==> src/design/orbPkg.sv <==
`default_nettype none

package orbPkg;

	localparam int NumChannels = 4;   // fast1, fast2, slow1, slow2

	typedef logic [11:0] codeT;       // raw converter code
	typedef logic [7:0]  sampleT;     // rounded sample
	typedef logic [11:0] orbWordT;    // one frame slot word
	typedef logic [10:0] orbAddrT;    // frame number in the upper bits, slot below
	typedef logic [4:0]  slotT;       // 32 slots per frame
	typedef logic [5:0]  frameT;      // 64 frames in memory
	typedef logic [1:0]  chanIdxT;    // 0 fast1, 1 fast2, 2 slow1, 3 slow2

	localparam slotT ServiceSlot = 5'd31;   // shared by the two slow channels

	typedef struct packed {
		logic valid;                  // one-cycle strobe from the converter
		codeT code;
	} codeInT;

	typedef struct packed {
		logic    we;
		orbAddrT addr;
		orbWordT data;
	} memWriteT;

	// one word takes four cycles Start, Set, Ack, ClearAck
	typedef enum logic [2:0] {
		Idle,
		Start,
		Set,
		Ack,
		ClearAck
	} packerStateT;

endpackage

`default_nettype wire

==> src/design/sampleAcquirer.sv <==
`timescale 1ns/1ps
`default_nettype none

module sampleAcquirer (
	input  logic                                      clk,
	input  logic                                      rst,
	input  orbPkg::codeInT [orbPkg::NumChannels-1:0]  codes,
	output logic [orbPkg::NumChannels-1:0]            push,
	output orbPkg::sampleT [orbPkg::NumChannels-1:0]  samples
);
	import orbPkg::*;

	localparam int CodeW = $bits(codeT);
	localparam int DropBits = $bits(codeT) - $bits(sampleT);
	localparam logic [CodeW:0] HalfLsb = 1 << (DropBits - 1);   // half an LSB of the sample

	// round to nearest and clip at full scale instead of wrapping to zero
	function automatic sampleT roundCode(input codeT code);
		logic [CodeW:0] sum;
		sum = {1'b0, code} + HalfLsb;
		if (sum[CodeW]) begin
			return '1;
		end
		return sum[CodeW-1 -: $bits(sampleT)];
	endfunction

	always_ff @(posedge clk or negedge rst) begin
		if (!rst) begin
			push <= '0;
		end else begin
			for (int i = 0; i < NumChannels; i++) begin
				push[i] <= codes[i].valid;   // push lines up with the registered sample
			end
		end
	end

	always_ff @(posedge clk) begin
		for (int i = 0; i < NumChannels; i++) begin
			if (codes[i].valid) begin
				samples[i] <= roundCode(codes[i].code);
			end
		end
	end

endmodule

`default_nettype wire

==> config.mk <==
export PLATFORM = sky130hd
export DESIGN_NAME = sampleAcquirer
export DESIGN_NICKNAME = d
export VERILOG_FILES = /design/src/design/orbPkg.sv /design/src/design/sampleAcquirer.sv
export SDC_FILE = /design/constraint.sdc
export NUM_CORES = 1
export LEC_CHECK = 0
export ABC_AREA = 1
export ABC_CLOCK_PERIOD_IN_PS = 1000
export BUFFER_PORTS_ARGS = -buffer_cell sky130_fd_sc_hd__buf_2
export CORE_ASPECT_RATIO = 1.2
export CORE_MARGIN = 4
export CORE_UTILIZATION = 52
export CTS_BUF_LIST = sky130_fd_sc_hd__clkbuf_8
export DETAILED_ROUTE_END_ITERATION = 10
export GPL_TIMING_DRIVEN = 0
export PLACE_DENSITY = 0.87
export RECOVER_POWER = 100
export SYNTH_ARGS = -nofsm -noshare
export SYNTH_HDL_FRONTEND = slang
export SYNTH_SLANG_ARGS = --single-unit
==> constraint.sdc <==
create_clock -name clk -period 1 [get_ports clk]
set_input_delay 0.1 -clock clk [delete_from_list [all_inputs] [get_ports clk]]
set_output_delay 0.1 -clock clk [all_outputs]
set_load 0.02 [all_outputs]
==> summary.txt <==
Pwr
  • Max IR drop VDD: 0.742 mV
  • Leakage power: 1.25 nW
  • Final total power: about 0.0035 W
  • Pwr dens: 1430 nW/um^2

Floorplanning
  • Die Area: ~4900 sq um
  • CORE AREA: between 3000 and 4000 sq um
  • Die span in x: approximately 64 um
  • Io pins: 90
  • Initial core utilization: 0.541
  • Cell Rows: 24
  • Die Span Y: 75.6 um

Clock network
  • Clock buffer count from CTS: 5
  • CTS root buffer: clkbuf_8
  • H-Tree Depth: 2
  • Number of clock sinks: 36
  • CTS tree: built
  • Worst-path clk slew: about 0.070 ns
  • Post CTS Setup Buffer Count: 0
  • CTS max path bufs: 2

Worst hold path
  • WHS Path Cells: 1
  • Min-delay worst type: input port to flip-flop

STA
  • Slew HR: 0.690
  • Period utilization: 0.936
  • Max Freq: between 1000 and 1500 MHz
  • Final Max Tran Viols: 0
  • Setup TNS: 0 ns
  • Setup-failing EPs final: 0
  • Unrepaired setup endpoints after global routing: false
  • Slew @ Worst Pin: 0.465 ns
  • Final min period: 0.936 ns
  • Final hold violation count: 0

Logic synthesis
  • Post-Synthesis Cells: approximately 240
  • Distinct cells, synth: 19
  • FF+latch count, synth: 36
  • Yosys warning count: 0
  • Sequential area share after synthesis: 0.536
  • Syn_area_per_cell: roughly 8.4 sq um
  • Syn Std Cell Area: about 2000 sq um
  • Syn Nets: just under 300

Setup path
  • CP Launch Type: flip-flop
  • Largest fanout on the critical path: 1
  • Buf/Inv on CP: 1
  • CP required: roughly 0.9 ns
  • Critical Path Sink Type: output port
  • Type of the worst setup path: flip-flop to output port
  • CP top delay family: flip-flops
  • Crit. path cell count: 1
  • CP max-delay cell: edfxtp_1
  • CP Cell Sequence: clkbuf_2
  • CP arrival: 0.84 ns
  • Largest stage delay on the critical path: 0.39 ns

Placed design
  • Post-DP HPWL: 3320 um
  • GP Congestion: about 0.82
  • Port-buffer cells: 77

Global routing
  • Largest net degree at the start of global routing: 12
  • Vias in the first global route: ~1.6k
  • Overall Global Routing Usage: 0.176
  • Total global routing overflow: 0
  • Initial antenna violation count: 0
  • First-pass GRT wire length: roughly 6600 um

Route
  • DRT antenna net count: 0
  • Initial DRC Count: about 140
  • Routed len/inst: approximately 11 um
  • Vias per cell: roughly 4.8
  • Via count: 1805
  • # DRC: 0
  • Routed wire length: just over 4000 um
  • First-pass DRT Iterations: 4

Finish
  • Layout cells sized above 1: 0.230
  • Final nets: between 300 and 400
  • Antenna Diode Count: 0
  • Area grow syn2layout: 25.2%

Run status
  • Run status: finished clean

Job
  • Max-Cap Viols: 0
-- cells in the final DEF (no fill, tap or decap), types with 2 or more instances in the layout --
cell type  synthesis  final
nand3_2            4      2
nand3_1           31     33
edfxtp_1          32     32
ha_1               4      4
nor2_1            28     33
nand4_1            2      2
inv_1             32     33
o21ai_0            8     12
buf_2              0     29
or2_0              2      2
clkbuf_2           0     36
nand2_1           73     77
clkbuf_8           0      7
clkbuf_1           0     12
dfrtp_1            4      4
-- layout make-up --
cell class / count / area, sq um
fill: 334 / 1180
sequential: 36 / 1060
multi-input combinational: 168 / 753
timing repair buffer: 78 / 380
inverter: 32 / 120
clock buffer: 7 / 96.3
tap: 52 / 65.1
clock inverter: 1 / 3.75
-- path summary, 6_finish.rpt --
kind                       slack (ns)                      from           endpoint
max in group asynchronous        0.61                       rst  push[2]$_DFF_PN0_
max                              0.06  samples[3]$_SDFFCE_PP1P_         samples[3]
min in group asynchronous        0.19                       rst  push[3]$_DFF_PN0_
min                              0.13                 codes[25]  push[1]$_DFF_PN0_
-- synth_stat cells --
library cell	number	area [sq um]
dfrtp_1	4	100
edfxtp_1	32	961
ha_1	4	50.1
inv_1	32	120
nand2_1	73	274
nand2_2	3	18.8
nand2_4	1	11.3
nand3_1	31	155
nand3_2	4	40.0
nand4_1	2	12.5
nor2_1	28	105
nor2_2	4	25.0
nor2_4	1	11.3
o21ai_0	8	40.0
o21ai_1	4	20.0
o21ai_2	1	8.76
or2_0	2	12.5
or2_1	1	6.26
xor2_1	1	8.76
-- routing by layer --
| layer | wire length [um] | up-vias | track usage |
|---|---|---|---|
| met2 | 2150 | 66 | 0.336 |
| met4 | 91 | 0 | 0.0892 |
| met1 | 1570 | 788 | 0.181 |
| met5 | 0 | - | 0 |
| li1 | - | 941 | - |
| met3 | 266 | 10 | 0.0413 |
-- cells by family after synthesis --
| group | Yosys count | synth area share |
|---|---|---|
| compound gates | 13 | 0.0347 |
| xor+xnor | 1 | 0.00442 |
| fa+ha+maj | 4 | 0.0253 |
| buf+inv | 32 | 0.0606 |
| flops | 36 | 0.536 |
| simple gates | 150 | 0.339 |
-- repair_timing --
item                                   4_1_cts  5_1_grt
endpoints found under the hold margin        4        0
gates resized for setup                      0        0
setup endpoints to repair                    0        0
hold buffers                                 1        0
-- report_power, final --
part	leakage, nW	total, W	switching, W	internal [W]
clock	0.0557	0.00108	0.000462	0.000618
combinational	0.835	0.000642	0.000428	0.000214
sequential	0.360	0.00182	0.0000320	0.00178
-- state kept, by name, indices dropped and copies added, names as in the netlist --
register,flops
samples,32
push,4
-- stage by stage --
stage                     area, sq um  worst slack [ns]  hold slack, ns  instances  utilization
final                            2480            0.0636           0.128        374        0.677
after global routing             2480            0.0197           0.122        374        0.677
after CTS                        2540            0.0583          0.0388        374        0.694
after detailed placement         2430           -0.0886         -0.0862        365        0.664
after global placement           2430           -0.0490         -0.0862        365        0.664
after floorplan                  1980             0.126          -0.196        236            -
Power figures use the tool's default switching activity.
