`src/design/orbPkg.sv`:
```
`default_nettype none

package orbPkg;

	localparam int NumChannels = 4;   // fast1, fast2, slow1, slow2

	typedef logic [11:0] codeT;       // raw converter code
	typedef logic [7:0]  sampleT;     // rounded sample
	typedef logic [11:0] orbWordT;    // one frame slot word
	typedef logic [10:0] orbAddrT;    // frame number in the upper bits, slot below
	typedef logic [4:0]  slotT;       // 32 slots per frame
	typedef logic [5:0]  frameT;      // 64 frames in memory
	typedef logic [1:0]  chanIdxT;    // 0 fast1, 1 fast2, 2 slow1, 3 slow2

	localparam slotT ServiceSlot = 5'd31;   // shared by the two slow channels

	typedef struct packed {
		logic valid;                  // one-cycle strobe from the converter
		codeT code;
	} codeInT;

	typedef struct packed {
		logic    we;
		orbAddrT addr;
		orbWordT data;
	} memWriteT;

	// one word takes four cycles Start, Set, Ack, ClearAck
	typedef enum logic [2:0] {
		Idle,
		Start,
		Set,
		Ack,
		ClearAck
	} packerStateT;

endpackage

`default_nettype wire

```
`src/design/sampleFifo.sv`:
```
`timescale 1ns/1ps
`default_nettype none

module sampleFifo #(
	parameter int FifoDepth = 16,
	parameter int BlockSize = 4
) (
	input  logic           clk,
	input  logic           rst,
	input  logic           push,
	input  orbPkg::sampleT pushData,
	input  logic           pop,
	output orbPkg::sampleT popData,
	output logic           empty,
	output logic           done,
	output logic           overflow
);
	import orbPkg::*;

	localparam int PtrW = $clog2(FifoDepth);
	localparam int CntW = $clog2(FifoDepth + 1);

	sampleT          mem [FifoDepth];
	logic [PtrW-1:0] wrPtr;
	logic [PtrW-1:0] rdPtr;
	logic [CntW-1:0] count;
	logic            full;
	logic            wrEn;
	logic            rdEn;

	assign full    = (count == CntW'(FifoDepth));
	assign empty   = (count == '0);
	assign done    = (count >= CntW'(BlockSize));   // a whole block is waiting
	assign wrEn    = push && !full;                  // a push into a full buffer is lost
	assign rdEn    = pop && !empty;
	assign popData = mem[rdPtr];                      // head word shows without a pop

	always_ff @(posedge clk) begin
		if (wrEn) begin
			mem[wrPtr] <= pushData;
		end
	end

	always_ff @(posedge clk or negedge rst) begin
		if (!rst) begin
			wrPtr    <= '0;
			rdPtr    <= '0;
			count    <= '0;
			overflow <= 1'b0;
		end else begin
			if (wrEn) begin
				wrPtr <= (wrPtr == PtrW'(FifoDepth - 1)) ? '0 : wrPtr + 1'b1;
			end
			if (rdEn) begin
				rdPtr <= (rdPtr == PtrW'(FifoDepth - 1)) ? '0 : rdPtr + 1'b1;
			end
			case ({wrEn, rdEn})
				2'b10:   count <= count + 1'b1;
				2'b01:   count <= count - 1'b1;
				default: count <= count;
			endcase
			if (push && full) begin
				overflow <= 1'b1;   // stays set until reset
			end
		end
	end

endmodule

`default_nettype wire

```
`config.mk`:
```
export PLATFORM = sky130hd
export DESIGN_NAME = sampleFifo
export DESIGN_NICKNAME = d
export VERILOG_FILES = /design/src/design/orbPkg.sv /design/src/design/sampleFifo.sv
export SDC_FILE = /design/constraint.sdc
export NUM_CORES = 1
export LEC_CHECK = 0
export ABC_AREA = 1
export BUFFER_PORTS_ARGS = -buffer_cell sky130_fd_sc_hd__buf_2
export CAP_MARGIN = 20
export CORE_MARGIN = 8
export CORE_UTILIZATION = 30
export CTS_BUF_LIST = sky130_fd_sc_hd__clkbuf_4 sky130_fd_sc_hd__clkbuf_8
export DETAILED_ROUTE_END_ITERATION = 7
export PLACE_DENSITY_LB_ADDON = 0.3
export SLEW_MARGIN = 20
export SYNTH_ARGS = -nofsm -noshare
export SYNTH_HDL_FRONTEND = slang
export SYNTH_SLANG_ARGS = --single-unit
```
`constraint.sdc`:
```
create_clock -name clk -period 2 [get_ports clk]
set_input_delay 0.1 -clock clk [delete_from_list [all_inputs] [get_ports clk]]
set_output_delay 0.1 -clock clk [all_outputs]
set_load 0.1 [all_outputs]
```
==> Implementation_results.wiki <==
{| class="wikitable"
! Metric !! Value
|-
| Register-to-Register Setup Slack || between 0.15 and 0.2 ns
|-
| Starting density of the core || 0.301
|-
| Clock net sink count || roughly 140
|-
| Pins over their slew limit || 0
|-
| Layout Skew || around 0.0089 ns
|-
| Via count of the first global-routing pass || between 4000 and 5000
|-
| Arrival time at the worst endpoint || 1.91 ns
|-
| Total number of placement rows || 54
|-
| Startpoint kind of the worst setup timing path || flip-flop
|-
| Failing checks || setup timing
|-
| Die boundary width || between 150 and 200 um
|-
| Weighted congestion reported at the end of routability-driven placement || about 0.8
|-
| Min Tclk post-route || just over 2 ns
|-
| Post-synthesis sequential area ratio || 0.646
|-
| Most area-consuming cells after synthesis || sky130_fd_sc_hd__edfxtp_1, sky130_fd_sc_hd__nand2_1, sky130_fd_sc_hd__nand3_1
|-
| Clock-pin slew on the worst setup and hold paths || ~0.07 ns
|-
| Post-synthesis instance area || approximately 6500 um^2
|-
| Count of different cell masters after synthesis || 26
|-
| Number of top-level pins || 23
|-
| Wire length of the first global-routing pass || 24.1 mm
|-
| Number of setup violations in the final report || 4
|-
| Cell count after synthesis || between 600 and 700
|-
| Power density over cell area || about 1600 nW/um^2
|-
| Hold worst-path end || mem[5][0]
|-
| Net count, final || 765
|-
| Cell type with the highest occurrence count on the critical path || sky130_fd_sc_hd__nand3_1
|-
| Clock Latency Late Sink || ~0.44 ns
|-
| Worst-case headroom to the max-slew limit || 0.549
|-
| Core box area || about 22000 um^2
|-
| Layout cell share with drive strength beyond 1 || 0.286
|-
| Top cell type's share of synthesized area || 0.592
|-
| Number of detailed-routing iterations run before antenna repair || 4
|-
| Cell at the slowest stage of the critical path || sky130_fd_sc_hd__dfrtp_2
|-
| Number of buffers added on ports || 22
|-
| R2R depth || 12
|-
| Max cap viols || 0
|-
| Reg2reg end || count[4]
|-
| Startpoint of the most critical hold path || pushData[0]
|-
| DR DRC count || 0
|-
| Critical setup path kind || reg2out
|-
| Global-route usage over all layers || 0.121
|-
| Post-placement setup slack || -0.0569 ns
|-
| CP Cell Sequence || clkinv_4, buf_6, buf_16, nand2_1, nand3_1, nand3_2, nand3_1, nand2_2, buf_12
|-
| Final number of hold-violating endpoints || 0
|-
| Die outline height || ~160 um
|-
| Yosys warnings || 0
|-
| Antenna violations before repair || 0
|-
| Leading cell type in the layout, fill and taps excluded || sky130_fd_sc_hd__nand2_1
|-
| Worst Path Buf+Inv || 4
|-
| Worst hold-check path type || in2reg
|-
| Crit share post-route || 1.01
|-
| Worst-case vdd ir drop || between 1 and 1.5 mV
|-
| Register bit count reported by yosys || 142
|-
| Most frequent cells in the layout || sky130_fd_sc_hd__nand2_1, sky130_fd_sc_hd__edfxtp_1, sky130_fd_sc_hd__inv_1
|-
| Largest delay contributor family on the critical path || buffers and inverters
|-
| Clock root buffer master || sky130_fd_sc_hd__clkbuf_8
|-
| Hold depth || 1
|-
| Worst-Margin Slew || slightly below 0.7 ns
|-
| Run status || finished with violations
|-
| Reg-to-Reg Start || count[2]
|-
| Post-route worst setup slack || -0.0146 ns
|-
| Average cell area after synthesis || 9.66 um^2
|-
| Final Util || 0.384
|-
| Leakage power || about 3.6 nW
|-
| Setup crit end kind || primary output
|-
| Area growth syn-to-layout || 27.5%
|-
| Detailed placement HPWL || about 9.4 mm
|-
| CTS H-tree lvls || 4
|-
| FMAX || approximately 0.5 GHz
|-
| Maximum number of pins on one net before global-route repair || 29
|-
| Congestion Overflow GR || 0
|-
| RSZ-0062 raised after global routing || yes
|-
| Count of vias placed by the detailed router || around 4500
|-
| Detailed Route Iter0 Violations || approximately 230
|-
| TritonCTS clock tree || built
|-
| Largest stage delay on the critical path || 0.41 ns
|-
| Synthesized net count || 694
|-
| Post-DRT Antenna Nets || 0
|-
| Inserted Clock Buffers || 17
|-
| Final total negative setup slack || -0.0334 ns
|-
| Fill count || between 2000 and 2500
|-
| Required time of the critical path || between 1.5 and 2 ns
|-
| Clock Path Buffers || 2
|-
| Via density || about 4.3
|-
| Wire length after detailed routing || around 15 mm
|-
| DR WL/cell || between 10 and 15 um
|-
| Largest fanout on the critical path || 8
|-
| Post-synth top area cell || sky130_fd_sc_hd__edfxtp_1
|-
| Die outline area || 26600 um^2
|}
==> worst reg2reg max path, delay by kind of cell (launching register included) <==
kind	cells	cell delay (ns)
adder cells (fa/ha/maj)	2	0.56
buffers and inverters	1	0.05
flip-flops	1	0.41
AND/OR/NAND/NOR	9	0.71
==> cells by family after synthesis <==
| kind of cell | count (synthesis) | share of synthesized area |
|---|---|---|
| compound gates | 8 | 0.00655 |
| xor+xnor | 3 | 0.00405 |
| fa+ha+maj | 10 | 0.0204 |
| buf+inv | 158 | 0.0998 |
| flops | 142 | 0.646 |
| simple gates | 351 | 0.223 |
==> flip-flops by register name, indices dropped and copies added, names as in the netlist <==
signal and flops:
rdPtr 4, mem 128, overflow 1, count 5, wrPtr 4
==> cells in the mapped netlist <==
| master | instances |
|---|---|
| sky130_fd_sc_hd__a21oi_1 | 1 |
| sky130_fd_sc_hd__buf_1 | 1 |
| sky130_fd_sc_hd__buf_2 | 12 |
| sky130_fd_sc_hd__buf_4 | 6 |
| sky130_fd_sc_hd__buf_6 | 2 |
| sky130_fd_sc_hd__clkbuf_1 | 1 |
| sky130_fd_sc_hd__clkinv_1 | 12 |
| sky130_fd_sc_hd__clkinv_2 | 2 |
| sky130_fd_sc_hd__dfrtp_1 | 14 |
| sky130_fd_sc_hd__edfxtp_1 | 128 |
| sky130_fd_sc_hd__fa_1 | 1 |
| sky130_fd_sc_hd__ha_1 | 9 |
| sky130_fd_sc_hd__inv_1 | 93 |
| sky130_fd_sc_hd__inv_2 | 29 |
| sky130_fd_sc_hd__nand2_1 | 231 |
| sky130_fd_sc_hd__nand2_2 | 1 |
| sky130_fd_sc_hd__nand2b_1 | 1 |
| sky130_fd_sc_hd__nand3_1 | 95 |
| sky130_fd_sc_hd__nand4_1 | 1 |
| sky130_fd_sc_hd__nor2_1 | 20 |
| sky130_fd_sc_hd__nor2_2 | 1 |
| sky130_fd_sc_hd__o21ai_1 | 6 |
| sky130_fd_sc_hd__o21bai_1 | 1 |
| sky130_fd_sc_hd__or2_1 | 1 |
| sky130_fd_sc_hd__xnor2_1 | 2 |
| sky130_fd_sc_hd__xor2_1 | 1 |
==> routing by layer <==
layer / track usage / routed length [um]
met1: 0.152 / 7060
met5: 0 / 0
met2: 0.195 / 7280
met3: 0.0282 / 607
met4: 0.0546 / 425
==> area by class of cell <==
| type | count | area (um^2) | share of cell area |
|---|---|---|---|
| antenna | 1 | 2.50 | 0.000302 |
| clock buffer | 23 | 279 | 0.0337 |
| inverter | 136 | 520 | 0.0629 |
| tap | 280 | 350 | 0.0423 |
| multi-input combinational | 372 | 1970 | 0.238 |
| timing repair buffer | 74 | 842 | 0.102 |
| clock inverter | 9 | 118 | 0.0142 |
| sequential | 142 | 4200 | 0.507 |
==> metrics by stage <==
step / hold slack [ns] / area, um^2 / cells / power (mW)
finish: 0.0750 / 8280 / 1037 / 13.5
global route: 0.0647 / 8280 / 1036 / 14.3
CTS: 0.0544 / 8060 / 1031 / 13.2
detailed placement: 0.0394 / 7230 / 986 / 9.94
global placement: 0.0340 / 7230 / 986 / 9.92
floorplan: -0.196 / 6490 / 672 / 7.86
==> how the worst max path moves through the flow <==
stage,start,endpoint,cells past startpoint
finish,rdPtr[0],popData[3],9
global route,rdPtr[0],popData[7],11
CTS,rdPtr[0],popData[7],11
detailed placement,count[3],count[3],10
global placement,count[3],count[4],12
floorplan,count[3],count[4],11
==> where the power goes <==
part | switching, mW | internal (mW)
combinational | 4.63 | 2.75
clock | 1.02 | 1.30
sequential | 0.191 | 3.62
==> repair_timing <==
action | 4_1_cts | 5_1_grt
endpoints found under the hold margin | 15 | 0
endpoints found under the setup margin | 10 | 10
pin swaps | 10 | 30
gates cloned | 5 | 1
buffers inserted | 6 | 4
gates resized for setup | 57 | 47
hold buffers | 2 | 0
Note: power is estimated with default switching activity, not from simulation.
